`src/logic/sdio_data_pkg.sv`:
```
// Shared widths, constants, FSM states and bus records of the SDIO data path controller
// Every file refers to these by scoped name

package sdio_data_pkg;

  localparam int DATA_W                = 8;
  localparam int ADDR_W                = 18;
  localparam int CNT_W                 = 13;
  localparam int BLK_SIZE_W            = 16;
  localparam int NUM_TARGETS           = 9;
  // CIA is target 0, functions 1 to 7 keep their own numbers
  localparam int MEM_TARGET            = 8;
  localparam int BYTE_MODE_DEFAULT_CNT = 512;
  localparam int READ_COOLDOWN_CYCLES  = 400;

  typedef logic [3:0] target_sel_t;

  typedef enum logic [2:0] {
    IDLE,
    CONFIG,
    ACTIVE,
    WAIT_FOR_PHY,
    READ_COOLDOWN,
    FINISHED
  } xfer_state_t;

  // Transfer request from the command layer, held while activate is high
  typedef struct packed {
    logic              write;
    logic              block_mode;
    logic              inc_addr;
    logic              mem_sel;
    logic [2:0]        func_sel;
    logic [CNT_W-1:0]  count;
    logic [ADDR_W-1:0] address;
  } xfer_req_t;

  // Controller to one target
  typedef struct packed {
    logic              wr_stb;
    logic [DATA_W-1:0] wr_data;
    logic              hst_rdy;
    logic              activate;
  } target_down_t;

  // One target back to the controller
  typedef struct packed {
    logic                  rd_stb;
    logic [DATA_W-1:0]     rd_data;
    logic                  com_rdy;
    logic [BLK_SIZE_W-1:0] block_size;
  } target_up_t;

  typedef struct packed {
    logic              rd_stb;
    logic [DATA_W-1:0] rd_data;
    logic              com_rdy;
    logic              activate;
  } phy_down_t;

  typedef struct packed {
    logic              wr_stb;
    logic [DATA_W-1:0] wr_data;
    logic              hst_rdy;
    logic              finished;
  } phy_up_t;

endpackage

```
`src/logic/data_xfer_seq.sv`:
```
// Transfer sequencer of the SDIO data path
// Walks IDLE, CONFIG, ACTIVE and the per-block waits while i_activate is high,
// counting bytes and blocks and advancing the address

`timescale 1ns/1ps

module data_xfer_seq (
  input  logic                             clk,
  input  logic                             rst,

  input  logic                             i_activate,
  input  sdio_data_pkg::xfer_req_t         i_req,

  input  sdio_data_pkg::phy_up_t           i_phy,
  input  sdio_data_pkg::target_up_t        i_sel_up,

  output logic                             o_xfer_active,
  output logic                             o_host_rdy,

  output logic                             o_busy,
  output logic                             o_finished,
  output logic [sdio_data_pkg::CNT_W-1:0]  o_total_data_cnt,
  output logic [sdio_data_pkg::ADDR_W-1:0] o_address
);

  localparam int CNT_W = sdio_data_pkg::CNT_W;

  sdio_data_pkg::xfer_state_t state;

  // Byte count in ACTIVE, idle cycle count in READ_COOLDOWN
  logic [CNT_W-1:0] byte_cnt;
  logic [CNT_W-1:0] block_cnt;
  logic [CNT_W-1:0] total_blocks;
  logic             continuous;

  logic             below_total;
  logic             beat;
  logic             more_blocks;

  assign below_total = (byte_cnt < o_total_data_cnt);

  // One byte moved in either direction
  assign beat = (state == sdio_data_pkg::ACTIVE) && i_phy.hst_rdy && below_total &&
                (i_phy.wr_stb || i_sel_up.rd_stb);

  assign more_blocks = continuous || (block_cnt < total_blocks);

  assign o_busy = (state == sdio_data_pkg::ACTIVE);

  always_ff @(posedge clk) begin
    if (rst) begin
      state            <= sdio_data_pkg::IDLE;
      byte_cnt         <= '0;
      block_cnt        <= '0;
      total_blocks     <= '0;
      continuous       <= 1'b0;
      o_xfer_active    <= 1'b0;
      o_host_rdy       <= 1'b0;
      o_finished       <= 1'b0;
      o_total_data_cnt <= '0;
      o_address        <= '0;
    end else begin
      case (state)
        sdio_data_pkg::IDLE: begin
          o_finished    <= 1'b0;
          o_xfer_active <= 1'b0;
          o_host_rdy    <= 1'b0;
          byte_cnt      <= '0;
          block_cnt     <= '0;
          o_address     <= i_req.address;
          // Zero blocks in block mode means run until activate falls
          continuous    <= i_req.block_mode && (i_req.count == '0);
          total_blocks  <= i_req.block_mode ? i_req.count : '0;
          if (i_activate) begin
            state <= sdio_data_pkg::CONFIG;
          end
        end

        sdio_data_pkg::CONFIG: begin
          byte_cnt      <= '0;
          o_xfer_active <= 1'b1;
          if (i_req.block_mode) begin
            o_total_data_cnt <= i_sel_up.block_size[CNT_W-1:0];
            if (!continuous) begin
              block_cnt <= block_cnt + 1'b1;
            end
          end else if (i_req.count == '0) begin
            o_total_data_cnt <= CNT_W'(sdio_data_pkg::BYTE_MODE_DEFAULT_CNT);
          end else begin
            o_total_data_cnt <= i_req.count;
          end
          state <= sdio_data_pkg::ACTIVE;
        end

        sdio_data_pkg::ACTIVE: begin
          // Nothing moves while the PHY holds off
          if (i_phy.hst_rdy) begin
            if (below_total) begin
              o_host_rdy <= 1'b1;
              if (beat) begin
                byte_cnt <= byte_cnt + 1'b1;
                if (i_req.inc_addr) begin
                  o_address <= o_address + 1'b1;
                end
              end
            end else begin
              o_host_rdy <= 1'b0;
              if (!i_req.block_mode) begin
                state <= sdio_data_pkg::FINISHED;
              end else if (i_req.write) begin
                state <= sdio_data_pkg::WAIT_FOR_PHY;
              end else begin
                byte_cnt <= '0;
                state    <= sdio_data_pkg::READ_COOLDOWN;
              end
            end
          end
        end

        sdio_data_pkg::WAIT_FOR_PHY: begin
          // PHY has sent the block and its CRC status
          if (i_phy.finished) begin
            o_xfer_active <= 1'b0;
            state <= more_blocks ? sdio_data_pkg::CONFIG : sdio_data_pkg::FINISHED;
          end
        end

        sdio_data_pkg::READ_COOLDOWN: begin
          if (byte_cnt < CNT_W'(sdio_data_pkg::READ_COOLDOWN_CYCLES)) begin
            byte_cnt <= byte_cnt + 1'b1;
          end else begin
            o_xfer_active <= 1'b0;
            state <= more_blocks ? sdio_data_pkg::CONFIG : sdio_data_pkg::FINISHED;
          end
        end

        sdio_data_pkg::FINISHED: begin
          o_xfer_active <= 1'b0;
          o_finished    <= 1'b1;
        end

        default: begin
          state <= sdio_data_pkg::FINISHED;
        end
      endcase

      // Dropping activate ends a finished transfer or cancels a running one
      if (!i_activate) begin
        state         <= sdio_data_pkg::IDLE;
        o_xfer_active <= 1'b0;
        o_host_rdy    <= 1'b0;
        o_finished    <= 1'b0;
      end
    end
  end

  // Completion is only reported once the data phase has left ACTIVE
  a_finished_not_busy : assert property (
    @(posedge clk) disable iff (rst) !(o_finished && o_busy)
  );

  // Counted beats stay within the total for the block
  a_count_in_range : assert property (
    @(posedge clk) disable iff (rst)
    (state == sdio_data_pkg::ACTIVE) |-> (byte_cnt <= o_total_data_cnt)
  );

endmodule

```
`src/logic/func_port_router.sv`:
```
// Combinational router between the data PHY and the nine targets
// Write bytes and ready levels go to the selected target only, and the
// selected target's read path and record come back

`timescale 1ns/1ps

module func_port_router (
  input  sdio_data_pkg::xfer_req_t    i_req,
  input  logic                        i_xfer_active,
  input  logic                        i_host_rdy,
  input  sdio_data_pkg::phy_up_t      i_phy,
  input  sdio_data_pkg::target_up_t   i_targets [sdio_data_pkg::NUM_TARGETS],
  output sdio_data_pkg::target_down_t o_targets [sdio_data_pkg::NUM_TARGETS],
  output sdio_data_pkg::phy_down_t    o_phy,
  output sdio_data_pkg::target_up_t   o_sel_up
);

  localparam int NUM_TARGETS = sdio_data_pkg::NUM_TARGETS;

  sdio_data_pkg::target_sel_t sel;
  logic [NUM_TARGETS-1:0]     activate_vec;

  // Memory space overrides the function number
  assign sel = i_req.mem_sel ? sdio_data_pkg::target_sel_t'(sdio_data_pkg::MEM_TARGET) :
                               {1'b0, i_req.func_sel};

  // PHY and sequencer toward the targets
  always_comb begin
    for (int i = 0; i < NUM_TARGETS; i++) begin
      o_targets[i] = '0;
      if (sdio_data_pkg::target_sel_t'(i) == sel) begin
        o_targets[i].wr_stb   = i_phy.wr_stb;
        o_targets[i].wr_data  = i_phy.wr_data;
        o_targets[i].hst_rdy  = i_host_rdy;
        o_targets[i].activate = i_xfer_active;
      end
    end
  end

  // Selected target back toward the PHY and sequencer
  always_comb begin
    o_sel_up = i_targets[sel];

    o_phy.rd_stb   = o_sel_up.rd_stb;
    o_phy.rd_data  = o_sel_up.rd_data;
    // Target may only send while the host side is ready too
    o_phy.com_rdy  = o_sel_up.com_rdy & i_host_rdy;
    o_phy.activate = i_xfer_active;
  end

  always_comb begin
    for (int i = 0; i < NUM_TARGETS; i++) begin
      activate_vec[i] = o_targets[i].activate;
    end
  end

  // Never two targets in a transfer at once
  always_comb begin
    a_single_activate : assert ($onehot0(activate_vec));
  end

endmodule

```
`src/logic/sdio_data_control.sv`:
```
// SDIO device data path controller, top level
// Connects the transfer sequencer and the target router to the PHY,
// the command layer and the nine byte-wide targets

`timescale 1ns/1ps

module sdio_data_control (
  input  logic                                 clk,
  input  logic                                 rst,

  // Command layer
  input  logic                                 i_activate,
  input  sdio_data_pkg::xfer_req_t             i_req,
  output logic                                 o_busy,
  output logic                                 o_finished,
  output logic [sdio_data_pkg::CNT_W-1:0]      o_total_data_cnt,
  output logic [sdio_data_pkg::ADDR_W-1:0]     o_address,

  // Data line PHY
  input  sdio_data_pkg::phy_up_t               i_phy,
  output sdio_data_pkg::phy_down_t             o_phy,

  // CIA, functions 1 to 7 and memory
  input  sdio_data_pkg::target_up_t            i_targets [sdio_data_pkg::NUM_TARGETS],
  output sdio_data_pkg::target_down_t          o_targets [sdio_data_pkg::NUM_TARGETS]
);

  logic                      xfer_active;
  logic                      host_rdy;
  sdio_data_pkg::target_up_t sel_up;

  // Phase sequencing, counters and address
  data_xfer_seq u_seq (
    .clk              (clk),
    .rst              (rst),
    .i_activate       (i_activate),
    .i_req            (i_req),
    .i_phy            (i_phy),
    .i_sel_up         (sel_up),
    .o_xfer_active    (xfer_active),
    .o_host_rdy       (host_rdy),
    .o_busy           (o_busy),
    .o_finished       (o_finished),
    .o_total_data_cnt (o_total_data_cnt),
    .o_address        (o_address)
  );

  // Byte steering between the PHY and the selected target
  func_port_router u_router (
    .i_req         (i_req),
    .i_xfer_active (xfer_active),
    .i_host_rdy    (host_rdy),
    .i_phy         (i_phy),
    .i_targets     (i_targets),
    .o_targets     (o_targets),
    .o_phy         (o_phy),
    .o_sel_up      (sel_up)
  );

endmodule

```
`config.mk`:
```
export PLATFORM = sky130hd
export DESIGN_NAME = sdio_data_control
export DESIGN_NICKNAME = d
export VERILOG_FILES = /design/src/logic/sdio_data_pkg.sv /design/src/logic/data_xfer_seq.sv /design/src/logic/func_port_router.sv /design/src/logic/sdio_data_control.sv
export SDC_FILE = /design/constraint.sdc
export NUM_CORES = 1
export LEC_CHECK = 0
export BUFFER_PORTS_ARGS = -buffer_cell sky130_fd_sc_hd__buf_2
export CORE_AREA = 3 3 166 168
export DETAILED_ROUTE_END_ITERATION = 8
export DIE_AREA = 0 0 169 171
export PLACE_DENSITY_LB_ADDON = 0.2
export SYNTH_ARGS = -nofsm -noshare
export SYNTH_HDL_FRONTEND = slang
export SYNTH_HIERARCHICAL = 1
export SYNTH_SLANG_ARGS = --single-unit
```
`constraint.sdc`:
```
create_clock -name clk -period 3.65 [get_ports clk]
set_clock_uncertainty 0.1 [all_clocks]
set_input_delay 0.1825 -clock clk [delete_from_list [all_inputs] [get_ports clk]]
set_output_delay 0.1825 -clock clk [all_outputs]
set_load 0.01 [all_outputs]
```
# --- Word level (Yosys, flattened, before mapping) ---
# Cells that the tools add are included.
# Widths: inputs -> output; s select.
classes:
  n_addsub: 3
  n_lt_le_gt_ge: 4
  eq_ne: 26
  muxes: 46
  bitwise: 4
  reduce_logical: 23
ops:
  columns: ["op", "count"]
  rows:
  - ["$mux 13", 11]
  - ["$bmux 26 s4", 1]
  - ["$mux 11", 9]
  - ["$mux 18", 4]
  - ["$mux 26", 2]
  - ["$pmux 13 s3", 1]
  - ["$pmux 18 s2", 1]
  - ["$add 13x1->13 const B", 2]
  - ["$lt 13x13->1", 2]
  - ["$pmux 13 s2", 1]
  - ["$mux 3", 7]
  - ["$add 18x1->18 const B", 1]
  - ["$pmux 3 s6", 1]
  - ["$eq 3x4->1 const A", 4]
  - ["$logic_not 13->1", 1]
  - ["$lt 13x9->1 const B", 1]
  - ["$ne 2x2->1 const B", 6]
  - ["$reduce_and 5->1", 2]
  - ["$eq 2x4->1 const A", 2]
  - ["$ne 2x1->1 const B", 4]
  - ["$eq 3x2->1 const B", 2]
  - ["$eq 3x3->1 const B", 2]
  - ["$ne 3x2->1 const B", 2]
  - ["$reduce_and 3->1", 2]
  - ["22 further kinds", 35]
word_totals:
  reg_bits: 77
  input_bits: 286
  output_inout_bits: 143

# --- Longest topological paths before layout ---
logic_depth:
  depth_word: 11
  ltp_mapped: 14
  ltp_nobuf: 9

# --- Hierarchy ---
# Netlist, hierarchy kept.
by_module_without_submodules:
  columns: ["module", "instances", "cells_per_inst", "area_each_um2", "seq_area_each_um2"]
  rows:
  - ["data_xfer_seq", 1, 564, 4438.0, 1541.5]
  - ["func_port_router", 1, 312, 2752.6, 0.0]

# --- Worst setup path before layout ---
# Ideal clock, no wire load.
synth_path:
  path_type: "input to register"
  start: "in i_req[32] in the netlist's numbering"
  end: "reg u_seq/o_address[13] in the netlist's numbering"
  arrival_ns: 2.448
  t_required_ns: 3.422
  path_slack_ns: 0.974
  cell_stages: 11
  path_buffers: 4
  path_cell_list: "buf_2 mux4_2 o221a_2 buf_4 o21a_1 and3_1 a31o_1 buf_2 buf_2 a22oi_1 nor2_1"
synth_rtl:
  columns: ["element", "line", "rtl"]
  rows:
  - ["from (decl)", "sdio_data_control.sv:13", "input sdio_data_pkg::xfer_req_t i_req,"]
  - ["to (signal assigned)", "data_xfer_seq.sv:70", "o_address <= i_req.address;"]
  - ["to (signal assigned)", "data_xfer_seq.sv:103", "o_address <= o_address + 1'b1;"]
  - ["to (decl)", "data_xfer_seq.sv:23", "output logic [sdio_data_pkg::ADDR_W-1:0] o_address"]

# --- Final worst setup path ---
layout_path:
  start: "reg u_seq/o_total_data_cnt[11] in the netlist's numbering"
  end: "reg u_seq/o_address[2] in the netlist's numbering"
layout_via:
  elab_chain_len: 5
  elab_cells_between_ends: 6
  classes_between: "1 x order compare; 2 x eq/ne; 3 x reduce/logical"
layout_rtl:
  columns: ["element", "line", "rtl"]
  rows:
  - ["from (decl)", "data_xfer_seq.sv:22", "output logic [sdio_data_pkg::CNT_W-1:0] o_total_data_cnt,"]
  - ["from (signal assigned)", "data_xfer_seq.sv:83", "o_total_data_cnt <= i_sel_up.block_size[CNT_W-1:0];"]
  - ["from (signal assigned)", "data_xfer_seq.sv:88", "o_total_data_cnt <= CNT_W'(sdio_data_pkg::BYTE_MODE_DEFAULT_CNT);"]
  - ["from (signal assigned)", "data_xfer_seq.sv:90", "o_total_data_cnt <= i_req.count;"]
  - ["$lt 13x13->1 (*)", "data_xfer_seq.sv:40", "assign below_total = (byte_cnt < o_total_data_cnt);"]
  - ["$logic_and 1x1->1 (2 in a row)", "data_xfer_seq.sv:43", "assign beat = (state == sdio_data_pkg::ACTIVE) && i_phy.hst_rdy && below_total &&"]
  - ["$ne 2x1->1 (no line)", null, null]
  - ["$reduce_and 5->1 (no line) (*)", null, null]
# Every way passes the cells marked *; elsewhere a longest branch is shown, timed or not.
# A chain may end at the register's enable or synchronous reset.

==> results_dict.tcl <==
set metrics [dict create \
    slowest_delay_ps 990 \
    crit_chain "inv_1, ha_1, a21oi_2, nand2_2, a211oi_4, a31o_1, o21ai_0, a32o_1" \
    combPwrFrac_pct 29.8 \
    ios 429 \
    cts_buffer_depth 2 \
    path_max_fanout 35 \
    max_cap_viol_count 0 \
    antenna_found_initial 9 \
    dpl.hpwl_um 26650 \
    status "complete, no violations" \
    p_sw_w 0.0008252 \
    seqPwrFrac_pct 35.1 \
    cts.htree.levels 3 \
    path_clk_slew_ps 60 \
    drv_slew 0 \
    syn_avg_cell_area_um2 8.154 \
    netlist_instances 849 \
    final_common_cell "buf_2" \
    row_count 59 \
    cts_buffers 9 \
    clock-sinks 77 \
    period_needed_ps 3169 \
    gp_congestion 0.8792 \
    cts_resized 0 \
    yosys_warnings 6 \
    via_per_inst 5.047 \
    drt_pass1_iterations 4 \
    layout_setup_ws_ps 480.9 \
    cp.arrival_ps 3300 \
    dp.cells 1537 \
    syn-num-nets 1162 \
    required_ps 3780 \
    hp-class "in2reg" \
    rsz0062_at_grt "false" \
    grt_pass1_vias 7479 \
    tns_ps 0 \
    grt_max_degree 48 \
    critPathSlowestCell "a31o_1" \
    die_area_um2 28900 \
    first_iter_violations 579 \
    dieWidth_um 169 \
    critPathKind "reg2reg" \
    die_h_um 171 \
    hold_violations 0 \
    cts_tree "done" \
    ir_drop_v 0.0002533 \
    fin_crit_sh_pct 86.83 \
    final_cell_mix "400 x buf_2, 77 x dfxtp_1, 67 x nand2_1" \
    drive_gt1_share_pct 40.69 \
    fp.coreArea_um2 26060 \
    io_buffers 401 \
    gr-usage-all-layers_pct 21.06 \
    wl_per_cell_um 20.53 \
    grt_remaining_overflow 0 \
    cts-root-buf "clkbuf_16" \
    initial_core_util_pct 26.57 \
    wl_um 32050 \
    grt_pass1_wl_um 46400 \
    power_leakage_nw 4.706 \
    syn2layout_area_growth_pct 37.79 \
    pwr-share-clk_pct 35.1 \
    slew_headroom_pct 22.35 \
    fin_nets 1533 \
    cp-start-kind "register" \
    final_cells 1561 \
    internal_power_w 0.001809 \
    worstSkewPairLatency_ps 340 \
    num_vias 7879 \
    drcViolationCount 0 \
    fmax_mhz 315.5 \
    setup_viol 0 \
    mappedNetlistArea_um2 6923 \
    worstMarginPinSlew_ps 1165 \
    power_density_nw_per_um2 276.2 \
    critical_path.endpoint_type "register" \
    switching_share_pct 31.32 \
    place_ws_ps 468.6 \
    ant_nets 0 \
]
critical path: cells and delay by family (launching register included):
family                   cells  cell delay, ps
AND/OR/NAND/NOR              1              80
flip-flops                   1             340
adder cells (fa/ha/maj)      1             330
AO/OA/AOI/OAI                5            2150
buffers and inverters        1              50
cell type report:
class,instances,area [um^2]
fill,2808,16520
timing repair buffer,427,2222
tap,335,419.2
antenna,2,5.005
inverter,32,120.1
sequential,77,1541
clock buffer,11,252.7
multi-input combinational,673,4931
clock inverter,4,47.55
per-layer routing:
| layer | wire, um | GRT usage [%] |
|---|---|---|
| met5 | 65 | 0 |
| met4 | 701 | 5.787 |
| met3 | 2295 | 5.823 |
| met2 | 16150 | 36.43 |
| met1 | 12840 | 25.84 |
timing repair:
| action | CTS | global route |
|---|---|---|
| setup buffers | 0 | 0 |
| hold buffers | 7 | 0 |
| endpoints found under the hold margin | 7 | 0 |
worst paths after layout:
path                               from                      to  slack, ps  cells past startpoint
max reg2reg  u_seq/o_total_data_cnt[11]      u_seq/o_address[2]        480                      8
min                           i_req[30]  u_seq/total_blocks[12]         10                      3
min reg2reg       u_seq/total_blocks[0]   u_seq/total_blocks[0]        390                      1
max          u_seq/o_total_data_cnt[11]      u_seq/o_address[2]        480                      8
power by group through the flow:
stage | sequential (W) | clock [W] | combinational (W)
5_1_grt | 0.000933 | 0.000977 | 0.000856
6_report | 0.000926 | 0.000925 | 0.000784
4_1_cts | 0.000926 | 0.000955 | 0.000788
2_1_floorplan | 0.000949 | 0 | 0.000428
3_5_place_dp | 0.000945 | 0 | 0.000778
3_3_place_gp | 0.000943 | 0 | 0.000772
sequential cells by signal, indices dropped and copies added, names as in the netlist:
name,cells
u_seq/block_cnt,13
u_seq/o_address,18
u_seq/o_xfer_active,1
u_seq/o_finished,1
u_seq/o_host_rdy,1
u_seq/byte_cnt,13
u_seq/state,3
u_seq/o_total_data_cnt,13
u_seq/total_blocks,13
u_seq/continuous,1
through the flow:
step	cell area (um^2)	utilization (%)	hold WS (ps)	total power [W]
after floorplan	6923	-	191.1	0.001378
after global placement	9164	35.17	330.9	0.001715
after detailed placement	9164	35.17	339.3	0.001723
after CTS	9534	36.59	1.722	0.002669
after global routing	9539	36.61	21.52	0.002766
final	9539	36.61	14.68	0.002635
(Power assumes the default switching activity.)
